## src/rtl/vfu_cfg_pkg.sv

```systemverilog
/*
 * vfu configuration
 * register, lane and element sizes of the vector function unit,
 * together with the vector typedefs that every block shares
 */
`default_nettype none

package vfu_cfg_pkg;

    localparam int VLEN_BITS  = 256;
    localparam int LANE_COUNT = 2;
    localparam int ELEM_BITS  = 32;
    localparam int MAX_ELEMS  = VLEN_BITS / 8;

    // count must reach MAX_ELEMS itself
    localparam int VLEN_W = $clog2(MAX_ELEMS) + 1;

    typedef logic [VLEN_BITS-1:0] vreg_t;

    // narrower elements are zero-extended
    typedef logic [ELEM_BITS-1:0] elem_t;

    typedef logic [VLEN_W-1:0]    vlen_t;
    typedef logic [MAX_ELEMS-1:0] mask_t;

endpackage

`default_nettype wire

```

## src/rtl/vfu_op_pkg.sv

```systemverilog
/*
 * vfu operation encodings
 * decoded opcode, element width, operand form and the
 * sequencer states of the vector function unit
 */
`default_nettype none

package vfu_op_pkg;

    typedef enum logic [1:0] {
        VOP_ADD  = 2'd0,
        VOP_SUB  = 2'd1,
        VOP_MACC = 2'd2,
        VOP_XOR  = 2'd3
    } vop_e;

    // value doubles as the shift from 8 bit elements
    typedef enum logic [1:0] {
        SEW_E8  = 2'd0,
        SEW_E16 = 2'd1,
        SEW_E32 = 2'd2
    } sew_e;

    typedef enum logic {
        OPND_VV = 1'b0,
        OPND_VX = 1'b1
    } operand_e;

    typedef enum logic [1:0] {
        ST_IDLE = 2'd0,
        ST_RUN  = 2'd1,
        ST_DONE = 2'd2
    } seq_state_e;

endpackage

`default_nettype wire

```

## src/rtl/vfu_lane_feed.sv

```systemverilog
/*
 * vfu lane feed
 * slices the operands of each lane out of the vector registers at
 * the current element index and width, and flags which lanes hold
 * a body element that the mask lets through
 */
`timescale 1ns/1ps
`default_nettype none

module vfu_lane_feed
    import vfu_cfg_pkg::*, vfu_op_pkg::*;
(
    input  sew_e                  sew_i,
    input  operand_e              operand_i,
    input  logic                  vm_i,
    input  vlen_t                 length_i,
    input  vlen_t                 elem_idx_i,
    input  vreg_t                 vs1_i,
    input  vreg_t                 vs2_i,
    input  vreg_t                 vs3_i,
    input  mask_t                 mask_i,
    input  elem_t                 rs_i,
    output elem_t                 a_o [LANE_COUNT],
    output elem_t                 b_o [LANE_COUNT],
    output elem_t                 c_o [LANE_COUNT],
    output logic [LANE_COUNT-1:0] active_o
);

    // element idx of v at width sew, zero-extended
    function automatic elem_t pick(input vreg_t v, input sew_e sew, input vlen_t idx);
        elem_t e;
        e = '0;
        case (sew)
            SEW_E8:  e[7:0]  = v[idx[4:0]*8 +: 8];
            SEW_E16: e[15:0] = v[idx[3:0]*16 +: 16];
            SEW_E32: e       = v[idx[2:0]*32 +: 32];
            default: e       = '0;
        endcase
        return e;
    endfunction

    elem_t rs_elem;

    // scalar cut to the element width, as element 0
    assign rs_elem = pick(vreg_t'(rs_i), sew_i, '0);

    for (genvar l = 0; l < LANE_COUNT; l++) begin : g_lane
        vlen_t idx;

        assign idx         = vlen_t'(elem_idx_i + l);
        assign a_o[l]      = (operand_i == OPND_VX) ? rs_elem : pick(vs1_i, sew_i, idx);
        assign b_o[l]      = pick(vs2_i, sew_i, idx);
        assign c_o[l]      = pick(vs3_i, sew_i, idx);
        assign active_o[l] = (idx < length_i) && (vm_i || mask_i[idx[4:0]]);
    end

endmodule

`default_nettype wire

```

## config.mk

```make
export PLATFORM = sky130hd
export DESIGN_NAME = vfu_lane_feed
export DESIGN_NICKNAME = d
export VERILOG_FILES = /design/src/rtl/vfu_cfg_pkg.sv /design/src/rtl/vfu_op_pkg.sv /design/src/rtl/vfu_lane_feed.sv
export SDC_FILE = /design/constraint.sdc
export NUM_CORES = 2
export LEC_CHECK = 0
export BUFFER_PORTS_ARGS = -buffer_cell sky130_fd_sc_hd__buf_4
export CAP_MARGIN = 20
export CORE_AREA = 10 10 402 404
export DETAILED_ROUTE_END_ITERATION = 8
export DIE_AREA = 0 0 412 414
export PLACE_DENSITY = 0.54
export SLEW_MARGIN = 20
export SYNTH_ARGS = -nofsm -noshare
export SYNTH_HDL_FRONTEND = slang
export SYNTH_SLANG_ARGS = --single-unit
```

## constraint.sdc

```tcl
create_clock -name vclk -period 4.48
set_clock_uncertainty 0.1 [all_clocks]
set_input_delay 1.12 -clock vclk [all_inputs]
set_output_delay 1.12 -clock vclk [all_outputs]
set_load 0.005 [all_outputs]
```

# Yosys cells after proc, flatten, opt, wreduce, memory -nomap -nowiden
# Cells that the tools add are included.
totals:
  ff_bits: 0
  out_inout_bits: 194
  wordCells: 59
op_classes:
  add_sub_neg: 1
  magnitude_cmp: 4
  eq_ne: 2
  n_shift: 18
  mux: 27
  n_reduce_logical: 7
op_table:
  columns: ["cell", "n"]
  rows:
  - ["256-bit by 9-bit indexed part select with 16-bit output", 6]
  - ["256-bit by 9-bit indexed part select with 32-bit output", 6]
  - ["256-bit by 9-bit indexed part select with 8-bit output", 6]
  - ["8-bit case mux with 3 select lines", 6]
  - ["16-bit 2-to-1 mux", 7]
  - ["8-bit case mux with 2 select lines", 6]
  - ["32-bit 2-to-1 mux", 2]
  - ["8-bit 2-to-1 mux", 2]
  - ["5-bit by 6-bit < comparator with 1-bit output, second input constant", 2]
  - ["6-bit < comparator", 2]
  - ["1-bit binary-select mux with 5-bit select", 2]
  - ["6-bit by 1-bit adder with 6-bit output, second input constant", 1]
  - ["3-bit OR reduction", 1]
  - ["2-bit by 1-bit equality test with 1-bit output, second input constant", 1]
  - ["2-bit equality test, second input constant", 1]
  - ["1-bit logical AND", 2]
  - ["2-bit logical NOT", 1]
  - ["1-bit logical OR", 2]
  - ["1-bit 2-to-1 mux", 2]
  - ["2-bit OR reduction", 1]

# Longest topological paths before layout
logic_depth:
  depth_word: 5
  depth_mapped: 12
  mapped_depth_nobuf: 8

# Worst setup path before layout
# OpenSTA, ideal clock, no wires.
synth_timing:
  path_kind: "input-to-output"
  startpoint: "in elem_idx_i[0]"
  endpoint: "out active_o[1]"
  arrival_time_ns: 3.325
  required_ns: 3.260
  slack_ns: -0.065
  stages: 12
  path_buffers: 4
  cell_sequence: "ha_1 > xnor2_1 > inv_2 > buf_4 > buf_2 > clkbuf_1 > buf_2 > ha_1 > nor2b_1 > o21ai_0 > a21oi_1 > a211oi_1"
synth_between:
  elab_chain_cells: 5
synth_rtl:
  columns: ["element", "line", "text"]
  rows:
  - ["start: declaration", "vfu_lane_feed.sv:17", "input vlen_t elem_idx_i,"]
  - ["6-bit by 1-bit adder with 6-bit output *", "vfu_lane_feed.sv:50", "assign idx = vlen_t'(elem_idx_i + l);"]
  - ["1-bit binary-select mux with 5-bit select", "vfu_lane_feed.sv:54", "assign active_o[l] = (idx < length_i) && (vm_i || mask_i[idx[4:0]]);"]
  - ["1-bit 2-to-1 mux (implied by the code)", "vfu_lane_feed.sv:54", null]
  - ["1-bit logical OR", "vfu_lane_feed.sv:54", null]
  - ["1-bit logical AND *", "vfu_lane_feed.sv:54", null]
  - ["end: declaration", "vfu_lane_feed.sv:26", "output logic [LANE_COUNT-1:0] active_o"]
# Every way passes the cells marked *; elsewhere a longest branch is shown, timed or not. The select of a mux whose other input is x is not followed.

==> results.md <==
* 6.72 — Via-to-Cell Ratio
* 3.49 ns — arrival time of data at the critical path endpoint
* 0 — max-slew violation count
* 76 — setup violators final
* 0% — portion of total power attributed to the clock network
* 25.7% — Tot GR Track Use
* 3.47 mW — Net Sw Power
* 1267 x mux4_2, 411 x nor2_1, 199 x buf_2 — most frequent cells after synthesis
* 326000 microns — global-route wire length before repair
* 37.5 microns — Routed WL per cell
* 0 — clock buffers
* 0% — sequential share of the synthesized area
* 0 — max-cap check violation count
* 24.8% — starting density of the core
* -0.697 ns — post-placement setup slack
* mux4_2 — cell taking the most area after synthesis
* 115 — antenna violations before repair
* 0 — DRC viols
* 3787 — Synth Net Count
* 105% — Final Cycle Share
* 74.0% — ratio of cells with drive above 1 in the final layout
* 52.8% — slew margin rel.
* mux4_2 75%, mux2i_1 4.5%, nor2_1 4.1% — cell types occupying the most area after synthesis
* 233000 microns — total wire length
* 4956 — Layout Nets
* output pin — Critical Path End Type
* 141 nW/um^2 — power per standard cell area
* 414 microns — DIE HEIGHT
* 0 — total of warnings raised by yosys
* 0 sq um — area of all sequential standard cells
* 41100 — number of global-route vias before repair
* 7 — highest net fanout along the worst path
* 3.26 ns — endpoint required time on the critical path
* 4.23 mW — Int Pwr
* yes — unrepaired setup endpoints after global routing
* 212 MHz — achievable clock frequency
* 0 — flip-flop and latch count
* 0.957 — routability-driven placement congestion ratio
* 41700 — count of vias placed by the detailed router
* in2out — Hold Path Class
* -0.230 ns — crit path setup slack, layout
* 180000 microns — post-detail-place hpwl
* 0 — cts hold-fix bufs
* 4.71 ns — post-layout min period
* in2out — Worst Path Class, Setup
* 2.53 ns — post-route worst hold slack
* 13.0 sq um — Post-Syn Area per Cell
* 2924 — number of instances in the synthesized netlist
* 144 — count of standard-cell rows
* complete, but fails checks — outcome
* 1042 — I/O Buffers
* 0 — number of routed nets with antenna violations
* 171000 sq um — area enclosed by the die boundary
* setup timing — violations in the final reports
* 0 — final global-route overflow total
* 54500 sq um — area of all placed cells without fillers
* 0.0722 mV — worst vdd rail ir drop
* 1042 — number of I/O pins
* 100.0% — share of power burned in combinational logic
* 6266 — 1st-iter DRT viols
* 50700 sq um — placed inst area
* 6 — first-pass iteration count of the detailed router
* 38100 sq um — post-synthesis cell area
* 45.0% — switching portion of total power
* 0 — Fin. Hold Viols
* primary input — type of element launching the critical path
* 153000 sq um — area of the placeable core
* 45 — distinct cell type count of the synthesized netlist
* mux4_2 — dominant cell by count in the synthesized netlist
* 43.2% — area delta synth->final
* 67 — largest net degree at the start of global routing
* 74.9% — Yosys top cell area share
* 0.701 ns — transition at the pin with the smallest max-transition slack
* 0% — sequential fraction of design power
* 412 microns — width of the die
* 20.2 nW — Static Leak
-- kinds of logic (layout without fill, tap and decap cells) --
logic type / after synthesis / after routing / share of synthesized area [%]
compound gates: 328 / 328 / 5.46
simple gates: 662 / 662 / 7.28
buf+inv: 433 / 1600 / 5.93
mux: 1482 / 1482 / 80.7
other cells: 0 / 69 / 0
fa+ha+maj: 15 / 15 / 0.493
xor+xnor: 4 / 4 / 0.0920
-- worst max-delay path, stage by stage --
cell and delay (ns):
buf_16 0.12, ha_4 0.33, buf_12 0.18, buf_16 0.17
buf_12 0.13, mux4_2 0.51, mux2i_4 0.29, a21oi_4 0.15
nand4_1 0.10, o21ai_1 0.06, buf_4 0.18, buf_6 0.11
-- final timing paths --
kind                           from      end  depth (start not counted)
worst max-delay path  elem_idx_i[0]   b_o[2]                         12
worst min-delay path        rs_i[8]  a_o[40]                          4
-- metrics by stage --
step                power [mW]  setup TNS (ns)  std cells  utilization [%]
floorplan                 3.97               0       2924                -
global placement          6.82           -9.05       5998             33.0
detailed placement        6.88           -9.91       5998             33.0
CTS                       7.37           -7.22       6087             34.6
global route              8.06          -11.88       6187             35.5
finish                    7.70           -6.28       6204             35.5
-- cells in the final DEF, fill, tap and decap left out, types with 35 or more instances in the layout --
cell type,Yosys,routed
a21oi_1,67,61
buf_12,0,108
buf_16,0,40
buf_4,69,1317
buf_6,15,55
buf_8,1,35
diode_2,0,69
mux2i_1,170,155
mux4_2,1267,1267
nand2_1,76,72
nor2_1,411,362
nor2_2,0,38
nor3_1,115,103
o21ai_0,55,49
o21ai_1,41,41
-- routing by layer --
metal	GRT usage (%)	vias to the layer above	part of all wire (%)
met5	0	-	0.18
met4	13.3	64	6.1
met3	9.16	694	14
met2	40.7	4020	47
met1	30.4	21400	33
li1	-	15500	-
-- power by group through the flow --
stage	Sequential (mW)	Combinational (mW)	Clock, mW
floorplan	0	3.97	0
global placement	0	6.82	0
detailed placement	0	6.88	0
CTS	0	7.37	0
global route	0	8.06	0.00000157
finish	0	7.70	0.00000190
-- layout make-up --
| cell class | instances | area, sq um |
|---|---|---|
| Antenna cell | 69 | 173 |
| Fill cell | 15000 | 98800 |
| Inverter | 20 | 88.8 |
| Multi-Input combinational cell | 2491 | 36600 |
| Tap cell | 2044 | 2560 |
| Timing Repair Buffer | 1580 | 15000 |
-- timing repair --
item	in CTS	in global routing
gates cloned	29	10
buffers inserted	62	46
endpoints found under the setup margin	87	104
pin swaps	42	65
resized for setup	236	179
hold endpoints to repair	0	0
Note: power is estimated with default switching activity, not from simulation.
