<file path="src/rtl/vfu_cfg_pkg.sv">
/*
 * vfu configuration
 * register, lane and element sizes of the vector function unit,
 * together with the vector typedefs that every block shares
 */
`default_nettype none

package vfu_cfg_pkg;

    localparam int VLEN_BITS  = 256;
    localparam int LANE_COUNT = 2;
    localparam int ELEM_BITS  = 32;
    localparam int MAX_ELEMS  = VLEN_BITS / 8;

    // count must reach MAX_ELEMS itself
    localparam int VLEN_W = $clog2(MAX_ELEMS) + 1;

    typedef logic [VLEN_BITS-1:0] vreg_t;

    // narrower elements are zero-extended
    typedef logic [ELEM_BITS-1:0] elem_t;

    typedef logic [VLEN_W-1:0]    vlen_t;
    typedef logic [MAX_ELEMS-1:0] mask_t;

endpackage

`default_nettype wire

</file>
<file path="src/rtl/vfu_op_pkg.sv">
/*
 * vfu operation encodings
 * decoded opcode, element width, operand form and the
 * sequencer states of the vector function unit
 */
`default_nettype none

package vfu_op_pkg;

    typedef enum logic [1:0] {
        VOP_ADD  = 2'd0,
        VOP_SUB  = 2'd1,
        VOP_MACC = 2'd2,
        VOP_XOR  = 2'd3
    } vop_e;

    // value doubles as the shift from 8 bit elements
    typedef enum logic [1:0] {
        SEW_E8  = 2'd0,
        SEW_E16 = 2'd1,
        SEW_E32 = 2'd2
    } sew_e;

    typedef enum logic {
        OPND_VV = 1'b0,
        OPND_VX = 1'b1
    } operand_e;

    typedef enum logic [1:0] {
        ST_IDLE = 2'd0,
        ST_RUN  = 2'd1,
        ST_DONE = 2'd2
    } seq_state_e;

endpackage

`default_nettype wire

</file>
<file path="src/rtl/vfu_sequencer.sv">
/*
 * vfu sequencer
 * accepts one instruction on a start pulse, keeps a copy of its
 * operands and steps the element index LANE_COUNT at a time until
 * the clamped length is covered, then signals done
 */
`timescale 1ns/1ps
`default_nettype none

module vfu_sequencer
    import vfu_cfg_pkg::*, vfu_op_pkg::*;
(
    input  logic     clk,
    input  logic     arst_n_i,
    input  logic     start_i,
    input  vop_e     op_i,
    input  sew_e     sew_i,
    input  operand_e operand_i,
    input  logic     vm_i,
    input  vlen_t    length_i,
    input  vreg_t    vs1_i,
    input  vreg_t    vs2_i,
    input  mask_t    mask_i,
    input  elem_t    rs_i,
    output vop_e     op_o,
    output sew_e     sew_o,
    output operand_e operand_o,
    output logic     vm_o,
    output vlen_t    length_o,
    output vreg_t    vs1_o,
    output vreg_t    vs2_o,
    output mask_t    mask_o,
    output elem_t    rs_o,
    output vlen_t    elem_idx_o,
    output logic     load_o,
    output logic     run_o,
    output logic     busy_o,
    output logic     done_o
);

    seq_state_e state_q;
    seq_state_e state_d;
    vlen_t      elem_idx_q;
    vlen_t      length_q;
    vlen_t      len_limit;
    vlen_t      len_clamped;
    logic       done_q;
    logic       accept;
    logic       last_group;

    // done_q still counts as busy
    assign accept = start_i && (state_q == ST_IDLE) && !done_q;

    // 32, 16 or 8 elements fit in one register
    assign len_limit   = vlen_t'(MAX_ELEMS >> sew_i);
    assign len_clamped = (length_i > len_limit) ? len_limit : length_i;
    assign last_group  = (int'(elem_idx_q) + LANE_COUNT) >= int'(length_q);

    always_comb begin
        state_d = state_q;
        case (state_q)
            ST_IDLE: begin
                if (accept) begin
                    state_d = (len_clamped == '0) ? ST_DONE : ST_RUN;
                end
            end
            ST_RUN: begin
                if (last_group) begin
                    state_d = ST_DONE;
                end
            end
            default: state_d = ST_IDLE;
        endcase
    end

    always_ff @(posedge clk or negedge arst_n_i) begin
        if (!arst_n_i) begin
            state_q    <= ST_IDLE;
            elem_idx_q <= '0;
            length_q   <= '0;
            done_q     <= 1'b0;
        end else begin
            state_q <= state_d;
            done_q  <= (state_q == ST_DONE);
            if (accept) begin
                elem_idx_q <= '0;
                length_q   <= len_clamped;
            end else if (state_q == ST_RUN) begin
                elem_idx_q <= vlen_t'(int'(elem_idx_q) + LANE_COUNT);
            end
        end
    end

    // operand copy of the accepted instruction
    always_ff @(posedge clk) begin
        if (accept) begin
            op_o      <= op_i;
            sew_o     <= sew_i;
            operand_o <= operand_i;
            vm_o      <= vm_i;
            vs1_o     <= vs1_i;
            vs2_o     <= vs2_i;
            mask_o    <= mask_i;
            rs_o      <= rs_i;
        end
    end

    assign length_o   = length_q;
    assign elem_idx_o = elem_idx_q;
    assign load_o     = accept;
    assign run_o      = (state_q == ST_RUN);
    assign busy_o     = (state_q != ST_IDLE) || done_q;
    assign done_o     = done_q;

endmodule

`default_nettype wire

</file>
<file path="config.mk">
export PLATFORM = sky130hd
export DESIGN_NAME = vfu_sequencer
export DESIGN_NICKNAME = d
export VERILOG_FILES = /design/src/rtl/vfu_cfg_pkg.sv /design/src/rtl/vfu_op_pkg.sv /design/src/rtl/vfu_sequencer.sv
export SDC_FILE = /design/constraint.sdc
export NUM_CORES = 1
export LEC_CHECK = 0
export BUFFER_PORTS_ARGS = -buffer_cell sky130_fd_sc_hd__buf_2
export CORE_AREA = 5 5 460 462
export CTS_BUF_LIST = sky130_fd_sc_hd__clkbuf_4 sky130_fd_sc_hd__clkbuf_8
export CTS_CLUSTER_DIAMETER = 30
export DETAILED_ROUTE_END_ITERATION = 8
export DIE_AREA = 0 0 465 467
export GPL_ROUTABILITY_DRIVEN = 0
export PLACE_DENSITY = 0.3
export SYNTH_ARGS = -nofsm -noshare
export SYNTH_HDL_FRONTEND = slang
export SYNTH_SLANG_ARGS = --single-unit
</file>
<file path="constraint.sdc">
create_clock -name clk -period 7.05 [get_ports clk]
set_clock_uncertainty 0.15 [all_clocks]
set_input_delay 0.3525 -clock clk [delete_from_list [all_inputs] [get_ports clk]]
set_output_delay 0.3525 -clock clk [all_outputs]
set_load 0.1 [all_outputs]
</file>
==> impl_results.md, run 1 <==
* Top cell type's share of synthesized area at around 94%
* Log Error: [ERROR RSZ-0060] Max buffer count reached.
* Die W at between 400 and 500 um
* Chip height at ~470 um
* Outcome: stopped before the end
* Yosys top cell by area: edfxtp_1
* Synthesized area at 0.0185 mm2
* Clock tree buffer depth at 3
* Async SR Flop Fraction at 2.35%
* Fail Step: clock tree synthesis
* Seq/Total Area, Yosys at a little over nine tenths
* Worst slack, placed at roughly 3.8 ns
* IO Port Bufs at around 1200
* Count leader, synth: edfxtp_1
* Average instance area after synthesis at about 27 um2
* Num CTS Buffers at 182
* Post_cts resized at 0
* Dominant cells by area after synthesis: edfxtp_1, dfrtp_1, ha_1
* Synth warnings at 0
* Hold_buf cts at 987
* EDFF count, synth at about 580
* Placed cell count at 4589
* DP Wirelength at approximately 97000 um
* Initial Util at 8.95%
* Register bit total from synthesis at roughly 600
* Ports at approximately 1200
* Netlist cell types at 35
* Syn_nets at approximately 1300
* # rows at around 170
* Post-CTS setup buffers at 0
* Most frequent cells after synthesis: edfxtp_1, dfrtp_1, nand2_1
* H-tree Lvls at 4
* Cells after synthesis at a little under 700
* Clock sink total at a little under 600
* Clock root cell: clkbuf_8
* Most used flip-flop cell after synthesis: edfxtp_1
metrics by stage:
stage	area (um2)	hold WS, ns
after floorplan	18500	-0.0931
after global placement	27900	0.181
after detailed placement	27900	0.178
cell families after synthesis:
group,after synthesis,share of synthesized area [%]
DFF,596,96.3
and+or+nand+nor,42,1.20
AOI/OAI and AO/OA,21,0.818
buffers and inverters,12,0.345
adders and majority gates,10,0.676
xor gates and xnor gates,7,0.331
muxes,5,0.270
other,1,0.0203
==> run 2, diff against run 1 <==
==> config.mk (replaced) <==
export PLATFORM = sky130hd
export DESIGN_NAME = vfu_sequencer
export DESIGN_NICKNAME = d
export VERILOG_FILES = /design/src/rtl/vfu_cfg_pkg.sv /design/src/rtl/vfu_op_pkg.sv /design/src/rtl/vfu_sequencer.sv
export SDC_FILE = /design/constraint.sdc
export NUM_CORES = 1
export LEC_CHECK = 0
export BUFFER_PORTS_ARGS = -buffer_cell sky130_fd_sc_hd__buf_2
export CORE_AREA = 5 5 457 459
export DETAILED_ROUTE_END_ITERATION = 8
export DIE_AREA = 0 0 462 464
export GPL_ROUTABILITY_DRIVEN = 0
export PLACE_DENSITY_LB_ADDON = 0.15
export SYNTH_ARGS = -nofsm -noshare
export SYNTH_HDL_FRONTEND = slang
export SYNTH_SLANG_ARGS = --single-unit
==> impl_results.md, run 2 <==
* Slew Viols, Final at 0
* HP Class: input pin to flip-flop
* Min-Delay Path Depth at 2
* Post-Route WL at approximately 110000 um
* Fin crit period at 3.36 ns
* Design area at approximately 0.036 mm2
* Reg2Reg Depth at 3
* Dominant cells by area after synthesis: edfxtp_1, dfrtp_1, ha_1
* Slowest CP cell: or4b_4
* IO Port Bufs at approximately 1200
* CP cell instances: or4b_4, inv_8, buf_2
* Cells after synthesis at a little under 700
* Data required, critical path at 6.55 ns
* Count leader, synth: edfxtp_1
* Clock sink total at about 600
* Slew margin rel. at 34.2%
* Die W at roughly 460 um
* Die ar. at between 0.2 and 0.25 mm2
* # rows at 166
* Arrival @ worst endpoint at 2.86 ns
* Hold_buf cts at approximately 590
* Top cell type's share of synthesized area at 94.4%
* Largest net degree at the start of global routing at 154
* CTS tree: done
* Commonest cells after routing, fill and taps aside: buf_2, dlygate4sd3_1, edfxtp_1
* DRT Pass-1 Iters at 5
* Max Cap Viol at 0
* Cell count along the critical path at 3
* Hold endpoint: vs2_o[174]
* Crit Path Class: flip-flop to output pin
* Synth warnings at 0
* Fillers at 22400
* R2r endpoint: vs2_o[233]
* Largest regs: vs1_o x256, vs2_o x256
* Initial drt markers at approximately 680
* Yosys top cell by area: edfxtp_1
* Syn_nets at around 1300
* Most used flip-flop cell after synthesis: edfxtp_1
* Delay-heaviest family, CP: buffers and inverters
* Placed Area at 0.0279 mm2
* Via/cell ratio at between 2 and 3
* # setup viols final at 0
* Pwr Density at around 450 mW/mm2
* Antenna violations before repair at 61
* CORE AREA at a little over 0.2 mm2
* Average instance area after synthesis at around 27 um2
* First-pass GRT wire length at between 100000 and 150000 um
* Vias at around 15000
* Layout Nets at around 3200
* Hold Violations, Final at 0
* Async SR Flop Fraction at under 10%
* Gr usage total at under 10%
* Congestion Overflow GR at 0
* Routed WL per cell at around 21 um
* Most frequent cells after synthesis: edfxtp_1, dfrtp_1, nand2_1
* Slowest stage delay, CP at between 0.6 and 0.7 ns
* Seq/Total Area, Yosys at ~96%
* WP buf/inv at 2
* Worst slew pin tran at 0.986 ns
* Clock root cell: clkbuf_16
* Worst R2R Start: state_q[1]
* EDFF count, synth at just under 600
* Netlist cell types at 35
* Worst-Skew Late Latency at approximately 0.7 ns
* Ports at about 1200
* Initial Util at a little under a tenth
* Area Growth Syn to Fin at 97.1%
* Reg clk slew, reported paths at around 0.06 ns
* Most common cell after layout, fill and taps aside: buf_2
* H-tree Lvls at 3
* Max IR drop VDD at between 0.0002 and 0.00025 V
* Chip height at 464 um
* Post-CTS setup buffers at 0
* Synthesized area at between 0.015 and 0.02 mm2
* Register bit total from synthesis at about 600
* Vias in the first global route at ~16000
* DP Wirelength at 90100 um
* Ratio of cells with drive above 1 in the final layout at between 50% and 60%
* Detail Route Antenna Nets at 0
* Outcome: complete, no violations
* Final Cycle Share at between 40% and 50%
* Worst Path Max Fanout at 74
* CP endpoint kind: output pin
* DRC at 0
* Lkg Pwr at around 0.014 uW
* Hold path start: vs2_i[174]
* RSZ-0062 raised after global routing: no
* Fmax at ~300 MHz
* Setup TNS at 0 ns
* Clock tree buffer depth at 3
* Post_cts resized at 0
* Num CTS Buffers at roughly 80
* CP Launch Type: flip-flop
* Worst reg-to-reg setup slack at 4.02 ns
[run 2: cells by family after synthesis]
group           synth area share [%]
flops                           96.3
simple gates                    1.20
compound gates                 0.818
buf+inv                        0.345
fa+ha+maj                      0.676
xor+xnor                       0.331
mux                            0.270
other cells                   0.0203
[run 2: cell type report]
type / instances / area [um2] / share of cell area [%]
clock buffer: 95 / 2120 / 5.82
multi-input combinational: 86 / 613 / 1.68
antenna: 38 / 95.1 / 0.261
sequential: 596 / 17800 / 48.9
tap: 2688 / 3360 / 9.22
clock inverter: 49 / 475 / 1.30
timing repair buffer: 1785 / 11900 / 32.8
inverter: 7 / 33.8 / 0.0926
[run 2: metrics by stage]
step | total power, uW | hold WS [ns] | setup slack (ns) | utilization [%] | cells
after floorplan | 10900 | -0.0931 | 1.87 | - | 694
after global placement | 12400 | 0.160 | 3.94 | 13.7 | 4571
after detailed placement | 12400 | 0.161 | 3.97 | 13.7 | 4571
after CTS | 17000 | 0.0966 | 3.49 | 17.8 | 5306
after global routing | 17200 | 0.148 | 3.52 | 17.9 | 5330
final | 16600 | 0.223 | 3.69 | 17.9 | 5344
[run 2: worst max path at each step]
stage               start     endpoint  slack (ns)
2_1_floorplan      done_o  length_o[4]        1.87
3_3_place_gp   state_q[1]    mask_o[8]        3.94
3_5_place_dp   state_q[1]    vs1_o[64]        3.97
4_1_cts        state_q[1]       load_o        3.49
5_1_grt        state_q[1]       load_o        3.52
6_report       state_q[1]       load_o        3.69
[run 2: worst register-to-register path: cells and delay by family (launching register included)]
family	cells	cell delay (ns)
AND/OR/NAND/NOR	1	0.67
buffers and inverters	2	1.20
flip-flops	1	0.39
[run 2: layer usage]
layer / up-vias / track usage [%] / wire, um
li1: 6583 / - / -
met1: 6982 / 11.1 / 43200
met2: 848 / 16.1 / 51400
met3: 144 / 5.01 / 13800
met4: 30 / 3.14 / 2620
met5: - / 0 / 184
[run 2: where the power goes]
part / switching [uW] / internal, uW
sequential: 264 / 4910
combinational: 6430 / 876
clock: 1750 / 2350
total: 8440 / 8140
Note: power is estimated with default switching activity, not from simulation.
