$ cat src/rtl/vfu_cfg_pkg.sv
/*
 * vfu configuration
 * register, lane and element sizes of the vector function unit,
 * together with the vector typedefs that every block shares
 */
`default_nettype none

package vfu_cfg_pkg;

    localparam int VLEN_BITS  = 256;
    localparam int LANE_COUNT = 2;
    localparam int ELEM_BITS  = 32;
    localparam int MAX_ELEMS  = VLEN_BITS / 8;

    // count must reach MAX_ELEMS itself
    localparam int VLEN_W = $clog2(MAX_ELEMS) + 1;

    typedef logic [VLEN_BITS-1:0] vreg_t;

    // narrower elements are zero-extended
    typedef logic [ELEM_BITS-1:0] elem_t;

    typedef logic [VLEN_W-1:0]    vlen_t;
    typedef logic [MAX_ELEMS-1:0] mask_t;

endpackage

`default_nettype wire

$ cat src/rtl/vfu_op_pkg.sv
/*
 * vfu operation encodings
 * decoded opcode, element width, operand form and the
 * sequencer states of the vector function unit
 */
`default_nettype none

package vfu_op_pkg;

    typedef enum logic [1:0] {
        VOP_ADD  = 2'd0,
        VOP_SUB  = 2'd1,
        VOP_MACC = 2'd2,
        VOP_XOR  = 2'd3
    } vop_e;

    // value doubles as the shift from 8 bit elements
    typedef enum logic [1:0] {
        SEW_E8  = 2'd0,
        SEW_E16 = 2'd1,
        SEW_E32 = 2'd2
    } sew_e;

    typedef enum logic {
        OPND_VV = 1'b0,
        OPND_VX = 1'b1
    } operand_e;

    typedef enum logic [1:0] {
        ST_IDLE = 2'd0,
        ST_RUN  = 2'd1,
        ST_DONE = 2'd2
    } seq_state_e;

endpackage

`default_nettype wire

$ cat src/rtl/vfu_lane.sv
/*
 * vfu lane
 * arithmetic of one element: add, reverse sub, multiply-accumulate
 * and xor, cut to the element width and zero-extended
 */
`timescale 1ns/1ps
`default_nettype none

module vfu_lane
    import vfu_cfg_pkg::*, vfu_op_pkg::*;
(
    input  sew_e  sew_i,
    input  vop_e  op_i,
    input  elem_t a_i,
    input  elem_t b_i,
    input  elem_t c_i,
    output elem_t res_o
);

    elem_t full;

    // low bits only depend on low bits of the operands
    always_comb begin
        case (op_i)
            VOP_ADD:  full = b_i + a_i;
            VOP_SUB:  full = b_i - a_i;
            VOP_MACC: full = a_i * b_i + c_i;
            VOP_XOR:  full = a_i ^ b_i;
            default:  full = '0;
        endcase
    end

    always_comb begin
        res_o = '0;
        case (sew_i)
            SEW_E8:  res_o[7:0]  = full[7:0];
            SEW_E16: res_o[15:0] = full[15:0];
            SEW_E32: res_o       = full;
            default: res_o       = '0;
        endcase
    end

endmodule

`default_nettype wire

$ cat config.mk
export PLATFORM = sky130hd
export DESIGN_NAME = vfu_lane
export DESIGN_NICKNAME = d
export VERILOG_FILES = /design/src/rtl/vfu_cfg_pkg.sv /design/src/rtl/vfu_op_pkg.sv /design/src/rtl/vfu_lane.sv
export SDC_FILE = /design/constraint.sdc
export NUM_CORES = 1
export LEC_CHECK = 0
export BUFFER_PORTS_ARGS = -buffer_cell sky130_fd_sc_hd__buf_2
export CORE_MARGIN = 2
export CORE_UTILIZATION = 40
export DETAILED_ROUTE_END_ITERATION = 10
export PLACE_DENSITY = 0.57
export SETUP_SLACK_MARGIN = 0.2
export SLEW_MARGIN = 20
export SYNTH_ARGS = -nofsm -noshare
export SYNTH_HDL_FRONTEND = slang
export SYNTH_SLANG_ARGS = --single-unit
$ cat constraint.sdc
create_clock -name vclk -period 29
set_input_delay 5.8 -clock vclk [all_inputs]
set_output_delay 5.8 -clock vclk [all_outputs]
set_load 0.05 [all_outputs]
* After elaboration in Yosys (flattened, before gate mapping)
Index checks and enable logic that the tools add are counted.
** Storage, ports and cells
- Register bits :: 0
- Input bits :: 100
- Output and inout bits :: 32
- Word-level logic and storage cells :: 18
** Cells by class
- Add/subtract/negate cells :: 3
- Multiply operators :: 1
- Eq/ne operators :: 5
- Mux-type cells :: 4
- Bitwise operators :: 1
- Reductions and logical operators :: 4
** Operators with widths (number)
- $pmux W32 S4 :: 1
- $add A32 B32 Y32 :: 2
- $mul A32 B32 Y32 :: 1
- $sub A32 B32 Y32 :: 1
- $xor A32 B32 Y32 :: 1
- $mux W16 :: 1
- $mux W8 :: 2
- $eq A2 B2 Y1 const B :: 3
- $eq A2 B1 Y1 const B :: 2
- $logic_not A2 Y1 :: 2
- $reduce_or A3 Y1 :: 1
- $reduce_or A2 Y1 :: 1

* Depth between registers and ports, before layout
Gate-level depths: netlist of run 1.
- Word-level depth :: 4
- Depth in mapped cells :: 29
- Depth with buffers taken out :: 27

* Least setup slack after synthesis of run 1
No wires, ideal clock.
- Path type :: in2out
- From :: in a_i[17]
- To :: out res_o[27]
- Arrival :: 13.156 ns
- Required time :: 23.200 ns
- Path slack :: 10.044 ns
- Cell stages on the path :: 25
- Path buffers :: 2
- Path through :: buf_1 -> clkbuf_1 -> and2_1 -> fa_1 -> fa_1 -> fa_1 -> inv_1 -> fa_1 -> inv_1 -> fa_1 -> inv_1 -> fa_1 -> inv_1 -> fa_1 -> inv_1 -> fa_1 -> inv_1 -> ha_1 -> a21oi_1 -> and4_1 -> a21oi_1 -> a221o_1 -> a21oi_1 -> xor2_1 -> a211oi_1
** Between the ends
- Longest elaborated chain between the ends :: 4
- Elaborated cells between the ends (all ways) :: 6
- Those cells by class :: add/sub: 3; mul: 1; mux: 2
** RTL lines
- start, declared :: RTL line vfu_lane.sv:14 : input elem_t a_i,
- $mul A32 B32 Y32 :: RTL line vfu_lane.sv:27 : VOP_MACC: full = a_i * b_i + c_i;
- $add A32 B32 Y32 :: RTL line vfu_lane.sv:27
- $pmux W32 S4 * :: RTL line vfu_lane.sv:24 : case (op_i)
- $mux W16 * :: RTL line vfu_lane.sv:35 : case (sew_i)
- end, declared :: RTL line vfu_lane.sv:17 : output elem_t res_o
Every way passes the cells marked *; elsewhere a longest branch is shown, timed or not.

* Final worst setup path of run 1
- From :: in b_i[1]
- To :: out res_o[31]
** Between the ends
- Longest elaborated chain between the ends :: 4
- Elaborated cells between the ends (all ways) :: 6
- Those cells by class :: add/sub: 3; mul: 1; mux: 2
** RTL lines
- start, declared :: RTL line vfu_lane.sv:15 : input elem_t b_i,
- $mul A32 B32 Y32 :: RTL line vfu_lane.sv:27
- $add A32 B32 Y32 :: RTL line vfu_lane.sv:27
- $pmux W32 S4 * :: RTL line vfu_lane.sv:24
- $mux W16 * :: RTL line vfu_lane.sv:35
Marks and branches as above.

==> results of run 1 <==
[cells in the final DEF, fill, tap and decap left out, types with 6 or more instances in the layout]
cell | netlist | final
or3_1 | 6 | 6
nor2_1 | 50 | 50
o211ai_1 | 12 | 12
nand3_1 | 10 | 10
nor4_1 | 6 | 6
mux2i_1 | 9 | 9
o21ai_0 | 45 | 45
buf_4 | 0 | 13
a211oi_1 | 17 | 17
o21a_1 | 14 | 14
ha_1 | 174 | 174
xnor2_1 | 103 | 103
o31ai_1 | 7 | 7
nand2_1 | 266 | 266
o41ai_1 | 6 | 6
a21oi_1 | 66 | 66
a21o_1 | 23 | 23
nand2b_1 | 13 | 13
buf_2 | 2 | 132
and2_1 | 299 | 299
xor2_1 | 50 | 50
a31oi_1 | 10 | 10
nor3_1 | 15 | 15
inv_1 | 507 | 507
and3_1 | 9 | 9
nor2b_1 | 10 | 10
fa_1 | 439 | 439
[per-layer routing]
layer	routed length, microns	GRT usage
met1	27790	0.3572
met3	4094	0.02659
met5	13	0
met2	29760	0.4351
met4	1595	0.05334
[through the flow]
step / utilization / setup WS [ps]
floorplan: - / 10040
global placement: 0.4294 / 9590
detailed placement: 0.4294 / 9535
CTS: 0.4294 / 9508
global route: 0.4294 / 9066
finish: 0.4295 / 9463
[area by class of cell]
class	instances	share of cell area
tap	664	0.03944
timing repair buffer	145	0.03599
multi-input combinational	1714	0.8340
inverter	507	0.09034
antenna	2	0.0002376
[cells by family after synthesis]
family | share of synthesized area
simple gates | 0.1803
buf+inv | 0.1194
mux | 0.005080
fa+ha+maj | 0.5496
xor+xnor | 0.06798
compound gates | 0.07764
[worst max-delay path by stage]
stage	from	endpoint	slack [ps]	depth (start not counted)
after floorplan	a_i[17]	res_o[27]	10040	25
after global placement	b_i[1]	res_o[31]	9590	26
after detailed placement	b_i[1]	res_o[31]	9530	26
after CTS	b_i[1]	res_o[31]	9510	26
after global routing	b_i[1]	res_o[31]	9070	26
final	b_i[1]	res_o[31]	9460	26
==> out/metrics.yaml, run 1 <==
initial_core_util: 0.4067
layout.cells.non_filler: 3032
crit_type: "in -> out"
holdCritPathClass: "in -> out"
worst-path-buf-inv: 8
rsz0062_at_grt: "no"
grt_pass1_vias: 17480
core_sq_um: 49050
cap_violations: 0
via_per_inst: 5.210
ys_warn_count: 0
dp_hpwl_mm: 48.50
antenna_found_initial: 3
worstHoldEndpoint: "res_o[0]"
placed_area_sq_um: 21060
post_cts_buffers: 0
overflow: 0
min_period_ps: 19540
worst_setup_path_start_kind: "input port"
syn_avg_cell_area_sq_um: 8.512
drt_iter0_drc: 960
clkbuf_count: 0
hold_ws_ps: 12190
final_hold_viol_count: 0
setup_viol: 0
drc: 0
status: "finished clean"
seq_cells: 0
drt-wirelength-per-cell_microns: 20.87
synth_most_common_cell: "inv_1"
synth_common_cells: "inv_1, fa_1, and2_1"
crit_path_frequent_cell: "fa_1"
grt_max_degree: 56
routed_wirelength_mm: 63.26
place.gp.congestion: 0.9165
multi_input_area_sq_um: 17570
post_cts_resized: 0
drt.antenna.violating_nets: 0
syn_to_final_growth_pct: 5.588
die_h_microns: 227.3
vias: 15800
tightest_slew_ps: 1057
nets: 3081
crit_fanout: 33
cp_data_required_time_ps: 23200
fin_crit_sh: 0.6737
fillers: 5012
fin_setup_tns_ps: 0
hold_buffers: 0
ys_seq_area_frac: 0
syn_area_sq_um: 19950
io_pins: 132
syn-num-nets: 3057
drive_gt1_frac: 0.06636
max_stage_delay_ps: 660
track_usage: 0.2569
synthesis.instances: 2344
port_buffers: 132
critPathCaptureType: "output pin"
hold_depth: 5
yosysUniqueCellTypes: 64
hold_path.startpoint: "c_i[0]"
yosysTopAreaCellShare: 0.4405
fmaxAchievable_mhz: 51.18
fp.dieW_microns: 227.3
regArea_sq_um: 0
fp.dieArea_sq_um: 51680
critPathArrivalTime_ps: 13740
synth_top_area_cell: "fa_1"
first_pass_iters: 5
synth_area_leaders: "fa_1, ha_1, inv_1"
slowest_stage: "buf_2"
drv_slew: 0
maxSlewHeadroom: 0.2956
cp_top_family: "adder cells"
dp.cells: 3030
grt_pass1_wl_mm: 100.7
final_cell_area_sq_um: 21070
num_rows: 81
Power of run 1 is not shown: default switching activity piles up to over one toggle a cycle in this logic, so the estimate is an artifact.
==> run 2: changes to the inputs <==
--- a/config.mk
+++ b/config.mk
@@ -5,11 +5,12 @@
 export SDC_FILE = /design/constraint.sdc
 export NUM_CORES = 1
 export LEC_CHECK = 0
+export ABC_AREA = 1
 export BUFFER_PORTS_ARGS = -buffer_cell sky130_fd_sc_hd__buf_2
 export CORE_MARGIN = 2
 export CORE_UTILIZATION = 40
 export DETAILED_ROUTE_END_ITERATION = 10
-export PLACE_DENSITY = 0.57
+export PLACE_DENSITY = 0.58
 export SETUP_SLACK_MARGIN = 0.2
 export SLEW_MARGIN = 20
 export SYNTH_ARGS = -nofsm -noshare
==> constraint.sdc (replaced) <==
create_clock -name vclk -period 17.5
set_input_delay 3.5 -clock vclk [all_inputs]
set_output_delay 3.5 -clock vclk [all_outputs]
set_load 0.05 [all_outputs]
==> out/metrics.yaml, run 2 <==
hold_path.startpoint: "sew_i[1]"
setup_viol: 0
place.gp.congestion: 0.9644
dp.cells: 3844
yosysUniqueCellTypes: 53
overflow: 0
synth_top_area_cell: "fa_1"
post_cts_buffers: 0
post_cts_resized: 0
fp.dieArea_sq_um: 55830
finalWorstSetupSlack_ps: 3045
regArea_sq_um: 0
tightest_slew_ps: 921.5
cp_data_required_time_ps: 14000
ys_seq_area_frac: 0
syn_avg_cell_area_sq_um: 6.915
slowest_stage: "buf_2"
nets: 3863
drc: 0
crit_type: "in -> out"
min_period_ps: 14460
io_pins: 132
seq_cells: 0
hold_buffers: 0
synth_common_cells: "inv_1, nand2_1, fa_1"
clkbuf_count: 0
drv_slew: 0
status: "finished clean"
fillers: 5807
first_pass_iters: 5
mostFrequentLayoutCell: "inv_1"
fmaxAchievable_mhz: 69.18
pre_cts_ws_ps: 3099
grt_pass1_wl_mm: 111.3
worst-path-buf-inv: 10
final_hold_viol_count: 0
placed_area_sq_um: 22730
synth_area_leaders: "fa_1, inv_1, nand2_1"
grt_pass1_vias: 19260
syn-num-nets: 3834
rsz0062_at_grt: "no"
holdCritPathClass: "in -> out"
antenna_cells: 0
fp.dieW_microns: 236.3
syn_to_final_growth_pct: 5.328
yosysTopAreaCellShare: 0.4072
critPathArrivalTime_ps: 10960
layout.cells.non_filler: 3844
synthesis.instances: 3121
ys_warn_count: 0
die_h_microns: 236.3
drt-wirelength-per-cell_microns: 18.28
num_rows: 85
hold_depth: 4
critPathCaptureType: "output pin"
worstHoldEndpoint: "res_o[8]"
cp_top_family: "adder cells"
final_cell_area_sq_um: 22730
port_buffers: 132
fin_setup_tns_ps: 0
synth_most_common_cell: "inv_1"
layout_common_cells: "inv_1, nand2_1, fa_1"
syn_area_sq_um: 21580
drt_iter0_drc: 1382
drive_gt1_frac: 0.06004
grt_max_degree: 34
maxSlewHeadroom: 0.3857
core_sq_um: 53600
initial_core_util: 0.4026
max_stage_delay_ps: 660
antenna_found_initial: 0
fin_crit_sh: 0.8260
crit_fanout: 32
worst_setup_path_start_kind: "input port"
drt.antenna.violating_nets: 0
dp_hpwl_mm: 55.12
routed_wirelength_mm: 70.25
via_per_inst: 4.918
vias: 18910
cap_violations: 0
track_usage: 0.2589
[run 2: cell count changes in the layout (fill, tap and decap cells not counted), sizes merged, moves of 13 or more]
cell    previous run  this run
o21ai             48        89
and2             299         0
nor2              50       109
nand3             10        95
inv              507       988
xnor2            103        12
a211oi            18         3
nand2b            13         0
a21oi             66       112
nand2            266       814
[run 2: routing by layer]
layer	global-route usage	wire, microns
met1	0.3689	31700
met2	0.4233	31430
met3	0.02352	4782
met4	0.06694	2338
met5	0	0
[run 2: stage by stage]
step | hold slack, ps | utilization
CTS | 7599 | 0.4241
global placement | 7597 | 0.4241
floorplan | 7318 | -
finish | 7583 | 0.4241
global route | 7630 | 0.4241
detailed placement | 7599 | 0.4241
[run 2: logic make-up (layout without fill, tap and decap cells)]
| kind of cell | Yosys count | count (layout) | synth area share |
|---|---|---|---|
| buf+inv | 1115 | 1142 | 0.1971 |
| fa+ha+maj | 613 | 613 | 0.5081 |
| simple gates | 1076 | 1076 | 0.2027 |
| xor+xnor | 57 | 57 | 0.02313 |
| compound gates | 260 | 260 | 0.06894 |
[run 2: layout make-up]
cell class,count,area [sq um],share of cell area
inverter,990,3721,0.1637
multi-input combinational,2006,17330,0.7623
tap,696,870.8,0.03831
timing repair buffer,152,810.8,0.03567
[run 2: worst max path at each step]
stage | endpoint | start | cells past startpoint | slack [ps]
floorplan | res_o[21] | a_i[18] | 27 | 3480
global placement | res_o[21] | b_i[1] | 27 | 3110
detailed placement | res_o[21] | b_i[1] | 27 | 3100
CTS | res_o[21] | b_i[1] | 27 | 3060
global route | res_o[21] | b_i[1] | 27 | 2590
finish | res_o[21] | b_i[2] | 27 | 3040
Power of run 2 is left out for the same reason.
==> run 3: changes to the inputs <==
--- a/config.mk
+++ b/config.mk
@@ -10,7 +10,7 @@
 export CORE_MARGIN = 2
 export CORE_UTILIZATION = 40
 export DETAILED_ROUTE_END_ITERATION = 10
-export PLACE_DENSITY = 0.58
+export PLACE_DENSITY = 0.56
 export SETUP_SLACK_MARGIN = 0.2
 export SLEW_MARGIN = 20
 export SYNTH_ARGS = -nofsm -noshare
==> constraint.sdc (replaced) <==
create_clock -name vclk -period 14.93
set_input_delay 2.986 -clock vclk [all_inputs]
set_output_delay 2.986 -clock vclk [all_outputs]
set_load 0.05 [all_outputs]
==> out/metrics.yaml, run 3 (synthesis gave the netlist of run 2 again) <==
setup_viol: 0
fin_setup_tns_ps: 0
fp.dieW_microns: 236.3
dp_hpwl_mm: 60.54
syn_to_final_growth_pct: 5.247
drt.antenna.violating_nets: 0
rsz0062_at_grt: "no"
post_cts_resized: 0
highest_layer: "met5"
final_hold_viol_count: 0
first_pass_iters: 5
port_buffers: 132
grt_pass1_vias: 20500
fin_crit_sh: 0.8925
dr_wl_met2_mm: 33.56
worst_setup_path_start_kind: "input port"
via_per_inst: 5.033
layout_common_cells: "inv_1, nand2_1, fa_1"
slowest_stage: "buf_2"
drv_slew: 0
endpoint: "res_o[25]"
crit_fanout: 31
drc: 0
grt_max_degree: 34
seq_cells: 0
critPathArrivalTime_ps: 10340
drt_iter0_drc: 1262
hold_buffers: 0
fillers: 5783
overflow: 0
min_period_ps: 13320
nets: 3860
fp.dieArea_sq_um: 55830
crit_start: "b_i[3]"
grt_pass1_wl_mm: 117.6
hold_depth: 4
met3_length_mm: 4.826
regArea_sq_um: 0
holdCritPathClass: "in -> out"
max_stage_delay_ps: 630
track_usage: 0.2743
clkbuf_count: 0
m1WireLength_mm: 33.28
place.gp.congestion: 0.9312
maxSlewHeadroom: 0.3096
post_cts_buffers: 0
mostFrequentLayoutCell: "inv_1"
core_sq_um: 53600
antenna_found_initial: 3
drive_gt1_frac: 0.05914
crit_type: "in -> out"
cp_data_required_time_ps: 11940
vias: 19340
die_h_microns: 236.3
tightest_slew_ps: 1036
initial_core_util: 0.4026
cap_violations: 0
drt-wirelength-per-cell_microns: 19.34
io_pins: 132
fmaxAchievable_mhz: 75.05
num_rows: 85
critPathCaptureType: "output pin"
routed_wirelength_mm: 74.34
status: "finished clean"
[run 3: changes by cell type in the layout (fill, tap and decap cells not counted), sizes merged]
cell | previous run | this run
buf | 152 | 149
diode | 0 | 2
[run 3: area by class of cell]
class,count,area [sq um],area share
diodes,2,5.005,0.0002203
inverters,990,3721,0.1638
multi-input cells,2006,17330,0.7629
well taps,696,870.8,0.03834
repair buffers,149,788.3,0.03471
[run 3: critical path: cells and delay by family]
kind	cells	cell delay, ps
compound gates	1	150
xor+xnor	1	160
fa+ha+maj	9	4310
buf+inv	10	1450
simple gates	8	1210
[run 3: worst min-delay path by stage]
stage	start	endpoint	slack, ps
after floorplan	b_i[28]	res_o[28]	6290
after global placement	sew_i[1]	res_o[0]	6570
after detailed placement	sew_i[1]	res_o[0]	6580
after CTS	sew_i[1]	res_o[0]	6580
after global routing	sew_i[1]	res_o[8]	6590
final	sew_i[1]	res_o[8]	6570
[run 3: routing by layer]
layer | vias up | global-route usage
met5 | - | 0
met4 | 4 | 0.08036
met3 | 108 | 0.02142
met2 | 715 | 0.4486
met1 | 9539 | 0.3897
li1 | 8975 | -
[run 3: stage by stage]
step | util | setup slack (ps) | instances | area (sq um) | hold slack (ps)
after global routing | 0.4237 | 1086 | 3842 | 22710 | 6586
after CTS | 0.4236 | 1565 | 3841 | 22710 | 6577
final | 0.4237 | 1605 | 3843 | 22710 | 6565
after global placement | 0.4236 | 1676 | 3841 | 22710 | 6568
after floorplan | - | 1941 | 3121 | 21580 | 6290
after detailed placement | 0.4236 | 1606 | 3841 | 22710 | 6577
Power of run 3 is left out for the same reason.
